**src/hdl/fpu_pkg.sv**
```systemverilog
package fpu_pkg;

    // word and function code widths
    localparam int LEN_WORD  = 32;
    localparam int LEN_FUNC3 = 3;
    localparam int LEN_FUNC7 = 7;

    // single-precision field widths
    localparam int LEN_EXP  = 8;
    localparam int LEN_FRAC = 23;

    // func7 codes of the kept operations
    localparam logic [LEN_FUNC7-1:0] FUNC7_FSGNJ = 7'b0010000;
    localparam logic [LEN_FUNC7-1:0] FUNC7_FCOMP = 7'b1010000;
    localparam logic [LEN_FUNC7-1:0] FUNC7_FTOI  = 7'b1100000;
    localparam logic [LEN_FUNC7-1:0] FUNC7_ITOF  = 7'b1101000;
    // float register to integer register, raw bits
    localparam logic [LEN_FUNC7-1:0] FUNC7_FMVI  = 7'b1110000;
    // integer register to float register, raw bits
    localparam logic [LEN_FUNC7-1:0] FUNC7_IMVF  = 7'b1111000;

    // func3 under FUNC7_FSGNJ
    localparam logic [LEN_FUNC3-1:0] FUNC3_FSGNJ  = 3'b000;
    localparam logic [LEN_FUNC3-1:0] FUNC3_FSGNJN = 3'b001;
    localparam logic [LEN_FUNC3-1:0] FUNC3_FSGNJX = 3'b010;

    // func3 under FUNC7_FCOMP
    localparam logic [LEN_FUNC3-1:0] FUNC3_FLE = 3'b000;
    localparam logic [LEN_FUNC3-1:0] FUNC3_FLT = 3'b001;
    localparam logic [LEN_FUNC3-1:0] FUNC3_FEQ = 3'b010;

    // exponent bias and the inf/nan exponent
    localparam int EXP_BIAS = 127;
    localparam int EXP_MAX  = 255;

    // saturation values of the signed conversion
    localparam logic [LEN_WORD-1:0] INT_MAX_WORD = 32'h7fff_ffff;
    localparam logic [LEN_WORD-1:0] INT_MIN_WORD = 32'h8000_0000;

    typedef struct packed {
        logic                sign;
        logic [LEN_EXP-1:0]  exp;
        logic [LEN_FRAC-1:0] frac;
    } float_t;

endpackage

```
**src/hdl/fpu_unit_if.sv**
```systemverilog
`timescale 1ns/1ps

// order/accepted/done link between dispatcher and one execution unit
interface fpu_unit_if;

    logic                           order;
    logic                           accepted;
    logic                           done;
    logic [fpu_pkg::LEN_FUNC3-1:0]  func3;
    logic [fpu_pkg::LEN_WORD-1:0]   rs1;
    logic [fpu_pkg::LEN_WORD-1:0]   rs2;
    logic [fpu_pkg::LEN_WORD-1:0]   rd;

    modport dispatch (
        output order,
        output func3,
        output rs1,
        output rs2,
        input  accepted,
        input  done,
        input  rd
    );

    modport unit (
        input  order,
        input  func3,
        input  rs1,
        input  rs2,
        output accepted,
        output done,
        output rd
    );

endinterface

```
**src/hdl/fsgnj.sv**
```systemverilog
`timescale 1ns/1ps

module fsgnj (
    input  logic       clk,
    input  logic       rst,
    fpu_unit_if.unit   bus
);

    fpu_pkg::float_t a;
    fpu_pkg::float_t b;
    fpu_pkg::float_t res;

    assign a = bus.rs1;
    assign b = bus.rs2;

    // single-cycle unit, clk and rst only keep the common shape
    assign bus.accepted = bus.order;
    assign bus.done     = bus.order;

    always_comb begin
        // magnitude always comes from rs1
        res = a;
        case (bus.func3)
            fpu_pkg::FUNC3_FSGNJ: begin
                res.sign = b.sign;
            end
            fpu_pkg::FUNC3_FSGNJN: begin
                res.sign = ~b.sign;
            end
            fpu_pkg::FUNC3_FSGNJX: begin
                res.sign = a.sign ^ b.sign;
            end
            default: begin
                res = '0;
            end
        endcase
    end

    assign bus.rd = res;

endmodule

```
**src/hdl/fcomp.sv**
```systemverilog
`timescale 1ns/1ps

module fcomp (
    input  logic       clk,
    input  logic       rst,
    fpu_unit_if.unit   bus
);

    fpu_pkg::float_t a;
    fpu_pkg::float_t b;
    logic            a_nan;
    logic            b_nan;
    logic            both_zero;
    logic            eq;
    logic            lt;
    logic            le;

    assign a = bus.rs1;
    assign b = bus.rs2;

    assign a_nan = (a.exp == fpu_pkg::LEN_EXP'(fpu_pkg::EXP_MAX)) && (a.frac != '0);
    assign b_nan = (b.exp == fpu_pkg::LEN_EXP'(fpu_pkg::EXP_MAX)) && (b.frac != '0);

    // +0 and -0 are the same number
    assign both_zero = ({a.exp, a.frac} == '0) && ({b.exp, b.frac} == '0);

    always_comb begin
        eq = (a == b) || both_zero;
        if (both_zero) begin
            lt = 1'b0;
        end else if (a.sign != b.sign) begin
            // negative side is the smaller one
            lt = a.sign;
        end else if (a.sign) begin
            lt = {a.exp, a.frac} > {b.exp, b.frac};
        end else begin
            lt = {a.exp, a.frac} < {b.exp, b.frac};
        end
        le = lt | eq;
        // unordered compares are all false
        if (a_nan || b_nan) begin
            eq = 1'b0;
            lt = 1'b0;
            le = 1'b0;
        end
    end

    always_comb begin
        bus.rd = '0;
        case (bus.func3)
            fpu_pkg::FUNC3_FEQ: bus.rd[0] = eq;
            fpu_pkg::FUNC3_FLT: bus.rd[0] = lt;
            fpu_pkg::FUNC3_FLE: bus.rd[0] = le;
            default:            bus.rd    = '0;
        endcase
    end

    assign bus.accepted = bus.order;
    assign bus.done     = bus.order;

endmodule

```
**src/hdl/itof.sv**
```systemverilog
`timescale 1ns/1ps

module itof (
    input  logic       clk,
    input  logic       rst,
    fpu_unit_if.unit   bus
);

    typedef enum logic {
        IDLE,
        SHIFT
    } state_t;

    state_t                       state;
    logic [fpu_pkg::LEN_WORD-1:0] mag;
    logic                         sign_q;
    logic [4:0]                   count;
    logic                         finish;
    fpu_pkg::float_t              res;

    // orders arriving mid-conversion are ignored
    assign bus.accepted = bus.order && (state == IDLE);

    // normalized, or nothing to normalize
    assign finish   = (state == SHIFT) && (mag[fpu_pkg::LEN_WORD-1] || (mag == '0));
    assign bus.done = finish;

    always_ff @(posedge clk) begin
        if (rst) begin
            state <= IDLE;
        end else begin
            case (state)
                IDLE: begin
                    if (bus.order) begin
                        state <= SHIFT;
                    end
                end
                SHIFT: begin
                    if (finish) begin
                        state <= IDLE;
                    end
                end
                default: state <= IDLE;
            endcase
        end
    end

    always_ff @(posedge clk) begin
        if (bus.accepted) begin
            // magnitude of INT_MIN is still 2^31 unsigned
            mag    <= bus.rs1[fpu_pkg::LEN_WORD-1] ? -bus.rs1 : bus.rs1;
            sign_q <= bus.rs1[fpu_pkg::LEN_WORD-1];
            count  <= '0;
        end else if ((state == SHIFT) && !finish) begin
            mag   <= mag << 1;
            count <= count + 5'd1;
        end
    end

    always_comb begin
        res.sign = sign_q;
        res.exp  = fpu_pkg::LEN_EXP'(fpu_pkg::EXP_BIAS + 31 - int'(count));
        // bits below the leading one, truncated
        res.frac = mag[fpu_pkg::LEN_WORD-2 -: fpu_pkg::LEN_FRAC];
    end

    assign bus.rd = (mag == '0) ? '0 : res;

endmodule

```
**src/hdl/ftoi.sv**
```systemverilog
`timescale 1ns/1ps

module ftoi (
    input  logic       clk,
    input  logic       rst,
    fpu_unit_if.unit   bus
);

    fpu_pkg::float_t              f;
    logic                         is_nan;
    logic [fpu_pkg::LEN_EXP-1:0]  shamt;
    logic [54:0]                  shifted;
    logic [fpu_pkg::LEN_WORD-1:0] mag;

    assign f = bus.rs1;

    assign is_nan = (f.exp == fpu_pkg::LEN_EXP'(fpu_pkg::EXP_MAX)) && (f.frac != '0);

    // unbiased exponent, only meaningful once exp >= bias
    assign shamt = f.exp - fpu_pkg::LEN_EXP'(fpu_pkg::EXP_BIAS);

    // mantissa with hidden one, binary point sits at bit 23
    assign shifted = {31'b0, 1'b1, f.frac} << shamt;
    assign mag     = shifted[54:fpu_pkg::LEN_FRAC];

    always_comb begin
        if (is_nan) begin
            bus.rd = fpu_pkg::INT_MAX_WORD;
        end else if (f.exp < fpu_pkg::LEN_EXP'(fpu_pkg::EXP_BIAS)) begin
            // |x| < 1 truncates to zero
            bus.rd = '0;
        end else if (shamt >= 8'd31) begin
            // out of range or infinity, -2^31 lands here too
            bus.rd = f.sign ? fpu_pkg::INT_MIN_WORD : fpu_pkg::INT_MAX_WORD;
        end else begin
            bus.rd = f.sign ? -mag : mag;
        end
    end

    assign bus.accepted = bus.order;
    assign bus.done     = bus.order;

endmodule

```
**src/hdl/fpu.sv**
```systemverilog
`timescale 1ns/1ps

module fpu (
    input  logic                           clk,
    input  logic                           rst,
    input  logic                           order,
    output logic                           accepted,
    output logic                           done,
    input  logic [fpu_pkg::LEN_FUNC3-1:0]  func3,
    input  logic [fpu_pkg::LEN_FUNC7-1:0]  func7,
    input  logic [fpu_pkg::LEN_WORD-1:0]   rs1,
    input  logic [fpu_pkg::LEN_WORD-1:0]   rs2,
    output logic [fpu_pkg::LEN_WORD-1:0]   rd
);

    logic                         busy;
    logic                         order_able;
    logic                         fmvi_order;
    logic                         imvf_order;
    logic                         error_order;
    logic [fpu_pkg::LEN_WORD-1:0] rd_hold;
    logic [fpu_pkg::LEN_WORD-1:0] rd_now;

    fpu_unit_if sgnj_bus ();
    fpu_unit_if comp_bus ();
    fpu_unit_if itof_bus ();
    fpu_unit_if ftoi_bus ();

    // orders go out only while no unit is working
    assign order_able = order & ~busy;

    // operands fan out to every unit untouched
    assign sgnj_bus.rs1   = rs1;
    assign sgnj_bus.rs2   = rs2;
    assign sgnj_bus.func3 = func3;
    assign comp_bus.rs1   = rs1;
    assign comp_bus.rs2   = rs2;
    assign comp_bus.func3 = func3;
    assign itof_bus.rs1   = rs1;
    assign itof_bus.rs2   = rs2;
    assign itof_bus.func3 = func3;
    assign ftoi_bus.rs1   = rs1;
    assign ftoi_bus.rs2   = rs2;
    assign ftoi_bus.func3 = func3;

    // func7 decode, one order at most
    assign sgnj_bus.order = order_able & (func7 == fpu_pkg::FUNC7_FSGNJ);
    assign comp_bus.order = order_able & (func7 == fpu_pkg::FUNC7_FCOMP);
    assign itof_bus.order = order_able & (func7 == fpu_pkg::FUNC7_ITOF);
    assign ftoi_bus.order = order_able & (func7 == fpu_pkg::FUNC7_FTOI);
    assign fmvi_order     = order_able & (func7 == fpu_pkg::FUNC7_FMVI);
    assign imvf_order     = order_able & (func7 == fpu_pkg::FUNC7_IMVF);

    // anything unknown completes at once with zero
    assign error_order = order_able &
                         (func7 != fpu_pkg::FUNC7_FSGNJ) &
                         (func7 != fpu_pkg::FUNC7_FCOMP) &
                         (func7 != fpu_pkg::FUNC7_ITOF) &
                         (func7 != fpu_pkg::FUNC7_FTOI) &
                         (func7 != fpu_pkg::FUNC7_FMVI) &
                         (func7 != fpu_pkg::FUNC7_IMVF);

    fsgnj fsgnj_i (.clk(clk), .rst(rst), .bus(sgnj_bus));
    fcomp fcomp_i (.clk(clk), .rst(rst), .bus(comp_bus));
    itof  itof_i  (.clk(clk), .rst(rst), .bus(itof_bus));
    ftoi  ftoi_i  (.clk(clk), .rst(rst), .bus(ftoi_bus));

    // moves and illegal codes accept and finish in the order cycle
    assign accepted = sgnj_bus.accepted | comp_bus.accepted | itof_bus.accepted |
                      ftoi_bus.accepted | fmvi_order | imvf_order | error_order;
    assign done     = sgnj_bus.done | comp_bus.done | itof_bus.done |
                      ftoi_bus.done | fmvi_order | imvf_order | error_order;

    // result of whoever finishes, else the last one kept
    always_comb begin
        if (sgnj_bus.done) begin
            rd_now = sgnj_bus.rd;
        end else if (comp_bus.done) begin
            rd_now = comp_bus.rd;
        end else if (itof_bus.done) begin
            rd_now = itof_bus.rd;
        end else if (ftoi_bus.done) begin
            rd_now = ftoi_bus.rd;
        end else if (fmvi_order | imvf_order) begin
            rd_now = rs1;
        end else if (error_order) begin
            rd_now = '0;
        end else begin
            rd_now = rd_hold;
        end
    end

    assign rd = rd_now;

    always_ff @(posedge clk) begin
        if (rst) begin
            busy    <= 1'b0;
            rd_hold <= '0;
        end else begin
            // set by a multi-cycle accept, dropped when its done shows
            busy <= ~done & (busy | accepted);
            if (done) begin
                rd_hold <= rd_now;
            end
        end
    end

endmodule

```
**config.mk**
```make
export PLATFORM = sky130hd
export DESIGN_NAME = fpu
export DESIGN_NICKNAME = d
export VERILOG_FILES = /design/src/hdl/fpu_pkg.sv /design/src/hdl/fpu_unit_if.sv /design/src/hdl/fsgnj.sv /design/src/hdl/fcomp.sv /design/src/hdl/itof.sv /design/src/hdl/ftoi.sv /design/src/hdl/fpu.sv
export SDC_FILE = /design/constraint.sdc
export NUM_CORES = 1
export LEC_CHECK = 0
export BUFFER_PORTS_ARGS = -buffer_cell sky130_fd_sc_hd__buf_4
export CAP_MARGIN = 25
export CELL_PAD_IN_SITES_DETAIL_PLACEMENT = 2
export CELL_PAD_IN_SITES_GLOBAL_PLACEMENT = 2
export CORE_AREA = 2 2 167 169
export CTS_CLUSTER_SIZE = 8
export DETAILED_ROUTE_END_ITERATION = 6
export DIE_AREA = 0 0 169 171
export PLACE_DENSITY = 0.92
export SLEW_MARGIN = 40
export SYNTH_ARGS = -nofsm -noshare
export SYNTH_HDL_FRONTEND = slang
export SYNTH_SLANG_ARGS = --single-unit
```
**constraint.sdc**
```tcl
create_clock -name clk -period 8.1 [get_ports clk]
set_input_delay 1.62 -clock clk [delete_from_list [all_inputs] [get_ports clk]]
set_output_delay 1.62 -clock clk [all_outputs]
set_load 0.02 [all_outputs]
```
==> impl_results.md <==
* Yosys synthesis warning count at 0
* Vias in the first global route at 12,897
* Tcrit/Tclk final at 99.4%
* Mapped Area at 9310 sq um
* Antenna violations before repair at 2
* Root Driver: clkbuf_16
* Clk_lat worst skew at 0.37 ns
* First-pass GRT wire length at 85,200 microns
* Worst vdd ir at 0.100 mV
* Core area at 27,300 sq um
* RR Startpoint: itof_i.mag[17]
* Startpoint types: input port
* Number of port buffers at 110
* Detailed Place HPWL at 42,000 microns
* Post-Syn Nets at 1,328
* Total GRT Usage at 39.5%
* Cts bufs inserted at 9
* Final setup vio count at 0
* GRT overflow at 0
* Maximum clock path buffer count at 2
* # DRC at 2
* Clock Power Share at 29.0%
* Slew Limit Fails at 0
* Top cell type by total area after synthesis: edfxtp_1
* Crit Path Max Fanout at 15
* Sequential area share after synthesis at 19.0%
* Sequential cell area at 1770 sq um
* # clock sinks at 72
* Syn-to-layout area delta at 19.9%
* Routed Antenna Nets at 0
* Worst Hold Depth at 2
* Finished Cell Area at 11,200 sq um
* Num ports at 111
* CTS tree: built
* Area contributors post-synth: edfxtp_1 11%, dfxtp_1 8.4%, ha_1 5.0%
* DR WL met3 at 5840 microns
* Vias per cell at 7.28
* Area after DPL at 10,800 sq um
* Clock skew at 0.0194 ns
* Status: complete, but fails checks
* WL met2 at 26,400 microns
* Setup TNS at 0 ns
* Worst hold slack at 0.538 ns
* Failing checks: design-rule violations
* Max-slew headroom at 40.5%
* Sw Share at 42.1%
* Layout cell share with drive strength beyond 1 at 21.2%
* Routed wire per std cell at 34.6 microns
* Tightest Pin Transition at 0.889 ns
* Vias at 12,175
* Drt first-iter violations at 1,887
* HP Class: reg -> reg
* Async SR Flop Fraction at 0%
* Flop pwr share at 26.7%
* CP Capture Point: rd[17]
* Netlist cell types at 93
* Final wirelength at 57,800 microns
* Crit path DAT at 6.43 ns
* CP startpoint: rs1[23]
* Die height at 171 microns
* Synthesized flop and latch total at 72
* Hold_buf cts at 0
* Lkg Pwr at 4.46 nW
* Synthesized instance count at 1,214
* Pin count of the biggest net entering global routing at 68
* Post-synth EDFFs at 33
* Syn Area/Cell at 7.67 sq um
* PwrDens at 132 nW/um^2
* Rows at 61
* Post-synth top area share at 10.6%
* WS Path Type: in -> out
* Reg2Reg Setup Slack at 3.95 ns
* Final Hold Fails at 0
* Initial Util at 34.1%
* Die width at 169 microns
* Worst-path clk slew at 0.06 ns
* # resized after CTS at 0
* Prevailing post-synth register cell: dfxtp_1
* Fillers at 3,120
* WL met1 at 21,600 microns
* Comb power frac at 44.3%
* Placer Congestion at 1.04
* CP Data Required Time at 6.48 ns
* Final min period at 8.05 ns
* Fin cells at 1,672
* Max cap viols at 0
* H-tree Lvls at 3
* R2r worst-path depth at 9
* Top routing layer in use: met4
* Pint at 856 uW
* Fmax at 0.124 GHz
* Final nets at 1,433
* Dpl cells at 1,653
* DRT Pass-1 Iters at 7
* R2r endpoint: rd_hold[19]
* CP Capture Type: output pin
* Post-CTS setup buffer count at 0
* Die area at 28,900 sq um
* Multi-input logic area at 6960 sq um
* P_sw at 622 uW
==> cell usage in the layout, fill, tap and decap left out, types with 12 or more instances in the layout <==
| cell | Yosys | routed |
|---|---|---|
| a21o_1 | 14 | 14 |
| buf_4 | 2 | 199 |
| xor2_1 | 28 | 28 |
| or3_1 | 16 | 16 |
| mux4_2 | 17 | 17 |
| nand2_1 | 107 | 107 |
| xnor2_1 | 21 | 21 |
| nor4_1 | 26 | 25 |
| mux2i_1 | 23 | 23 |
| inv_1 | 52 | 52 |
| dfxtp_1 | 39 | 39 |
| a22oi_1 | 24 | 24 |
| and2_1 | 13 | 12 |
| nor2b_1 | 29 | 29 |
| ha_1 | 37 | 36 |
| edfxtp_1 | 33 | 33 |
| nor3_1 | 30 | 29 |
| a221oi_1 | 35 | 35 |
| o31ai_1 | 25 | 25 |
| a21oi_1 | 57 | 57 |
| o21a_1 | 13 | 13 |
| mux2_2 | 13 | 13 |
| a211oi_1 | 17 | 17 |
| nand3_1 | 37 | 37 |
| nor2_1 | 81 | 79 |
| nand4_1 | 25 | 25 |
| a221o_1 | 13 | 12 |
| o21ai_0 | 92 | 91 |
==> cell usage after synthesis, types with 7 or more instances <==
master,count
o21ai_0,92
ha_1,37
nand3_1,37
and3_1,8
o32ai_1,8
a221o_1,13
mux4_2,17
a31oi_1,11
nand4_1,25
edfxtp_1,33
inv_1,52
and2_1,13
o31ai_1,25
nand2_1,107
a22o_1,7
a21o_1,14
nor2_1,81
clkbuf_1,73
a22oi_1,24
o21a_1,13
o21ai_1,8
or3_1,16
buf_1,8
xnor2_1,21
nor4_1,26
xor2_1,28
nor3_1,30
nor2b_1,29
a221oi_1,35
o211ai_1,10
mux2_2,13
a21oi_1,57
buf_2,19
a211oi_1,17
or4_1,7
mux2_1,9
mux2i_1,23
o41ai_1,10
dfxtp_1,39
==> cell type report <==
cell class	instances	share of cell area [%]
Clock inverter	6	0.527
Inverter	54	1.82
Antenna cell	2	0.0448
Multi-Input combinational cell	981	62.3
Timing Repair Buffer	201	13.5
Clock buffer	10	2.05
Tap cell	346	3.88
Sequential cell	72	15.9
==> power groups by stage <==
stage,clock network [mW],logic (mW),registers (mW)
2_1_floorplan,0,0.347,0.397
3_3_place_gp,0,0.574,0.399
3_5_place_dp,0,0.605,0.401
4_1_cts,0.419,0.617,0.393
5_1_grt,0.431,0.676,0.394
6_report,0.428,0.655,0.394
==> worst min path at each step <==
stage	startpoint	end	slack, ns
3_5_place_dp	itof_i.count[1]	itof_i.count[1]	0.51
4_1_cts	busy	busy	0.54
5_1_grt	busy	busy	0.56
6_report	busy	busy	0.54
2_1_floorplan	busy	busy	0.47
3_3_place_gp	itof_i.count[1]	itof_i.count[1]	0.49
==> stage by stage <==
| step | power (mW) | utilization (%) | setup slack, ns |
|---|---|---|---|
| global route | 1.50 | 40.9 | -0.0235 |
| detailed placement | 1.01 | 39.6 | 0.0991 |
| finish | 1.48 | 40.9 | 0.0495 |
| global placement | 0.973 | 39.5 | 0.375 |
| floorplan | 0.744 | - | 0.405 |
| CTS | 1.43 | 40.6 | 0.0308 |
==> kinds of logic (layout without fill, tap and decap cells) <==
logic type / count (synthesis) / in the layout / synth area share [%]
buf+inv: 161 / 271 / 7.16
mux: 65 / 65 / 9.73
other cells: 0 / 2 / 0
flops: 72 / 72 / 19.0
xor+xnor: 51 / 51 / 4.96
fa+ha+maj: 37 / 37 / 4.97
simple gates: 407 / 407 / 22.0
compound gates: 421 / 421 / 32.2
==> per-layer routing <==
layer / vias to the layer above / track usage, %
li1: 4897 / -
met2: 921 / 65.2
met4: 0 / 22.9
met5: - / 0
met3: 273 / 8.51
met1: 6084 / 47.5
==> flip-flops by register name (all words and copies together) (netlist names) <==
| name | flops |
|---|---|
| itof_i.state | 1 |
| itof_i.count | 5 |
| itof_i.mag | 32 |
| rd_hold | 32 |
| itof_i.sign_q | 1 |
| busy | 1 |
==> critical path: stages <==
cell and delay [ns]:
buf_4 0.22, ha_1 0.23, buf_4 0.21, xor2_2 0.24
buf_6 0.24, mux2_2 0.35, a32o_1 0.30, o21ai_0 0.34
a32o_1 0.35, nand4bb_1 0.15, buf_4 0.19, buf_4 0.13
buf_4 0.15, o41ai_2 0.32, xor2_1 0.56, a211oi_1 0.21
a221o_1 0.41, buf_4 0.20
No activity file was read; power rests on OpenSTA's default activity.
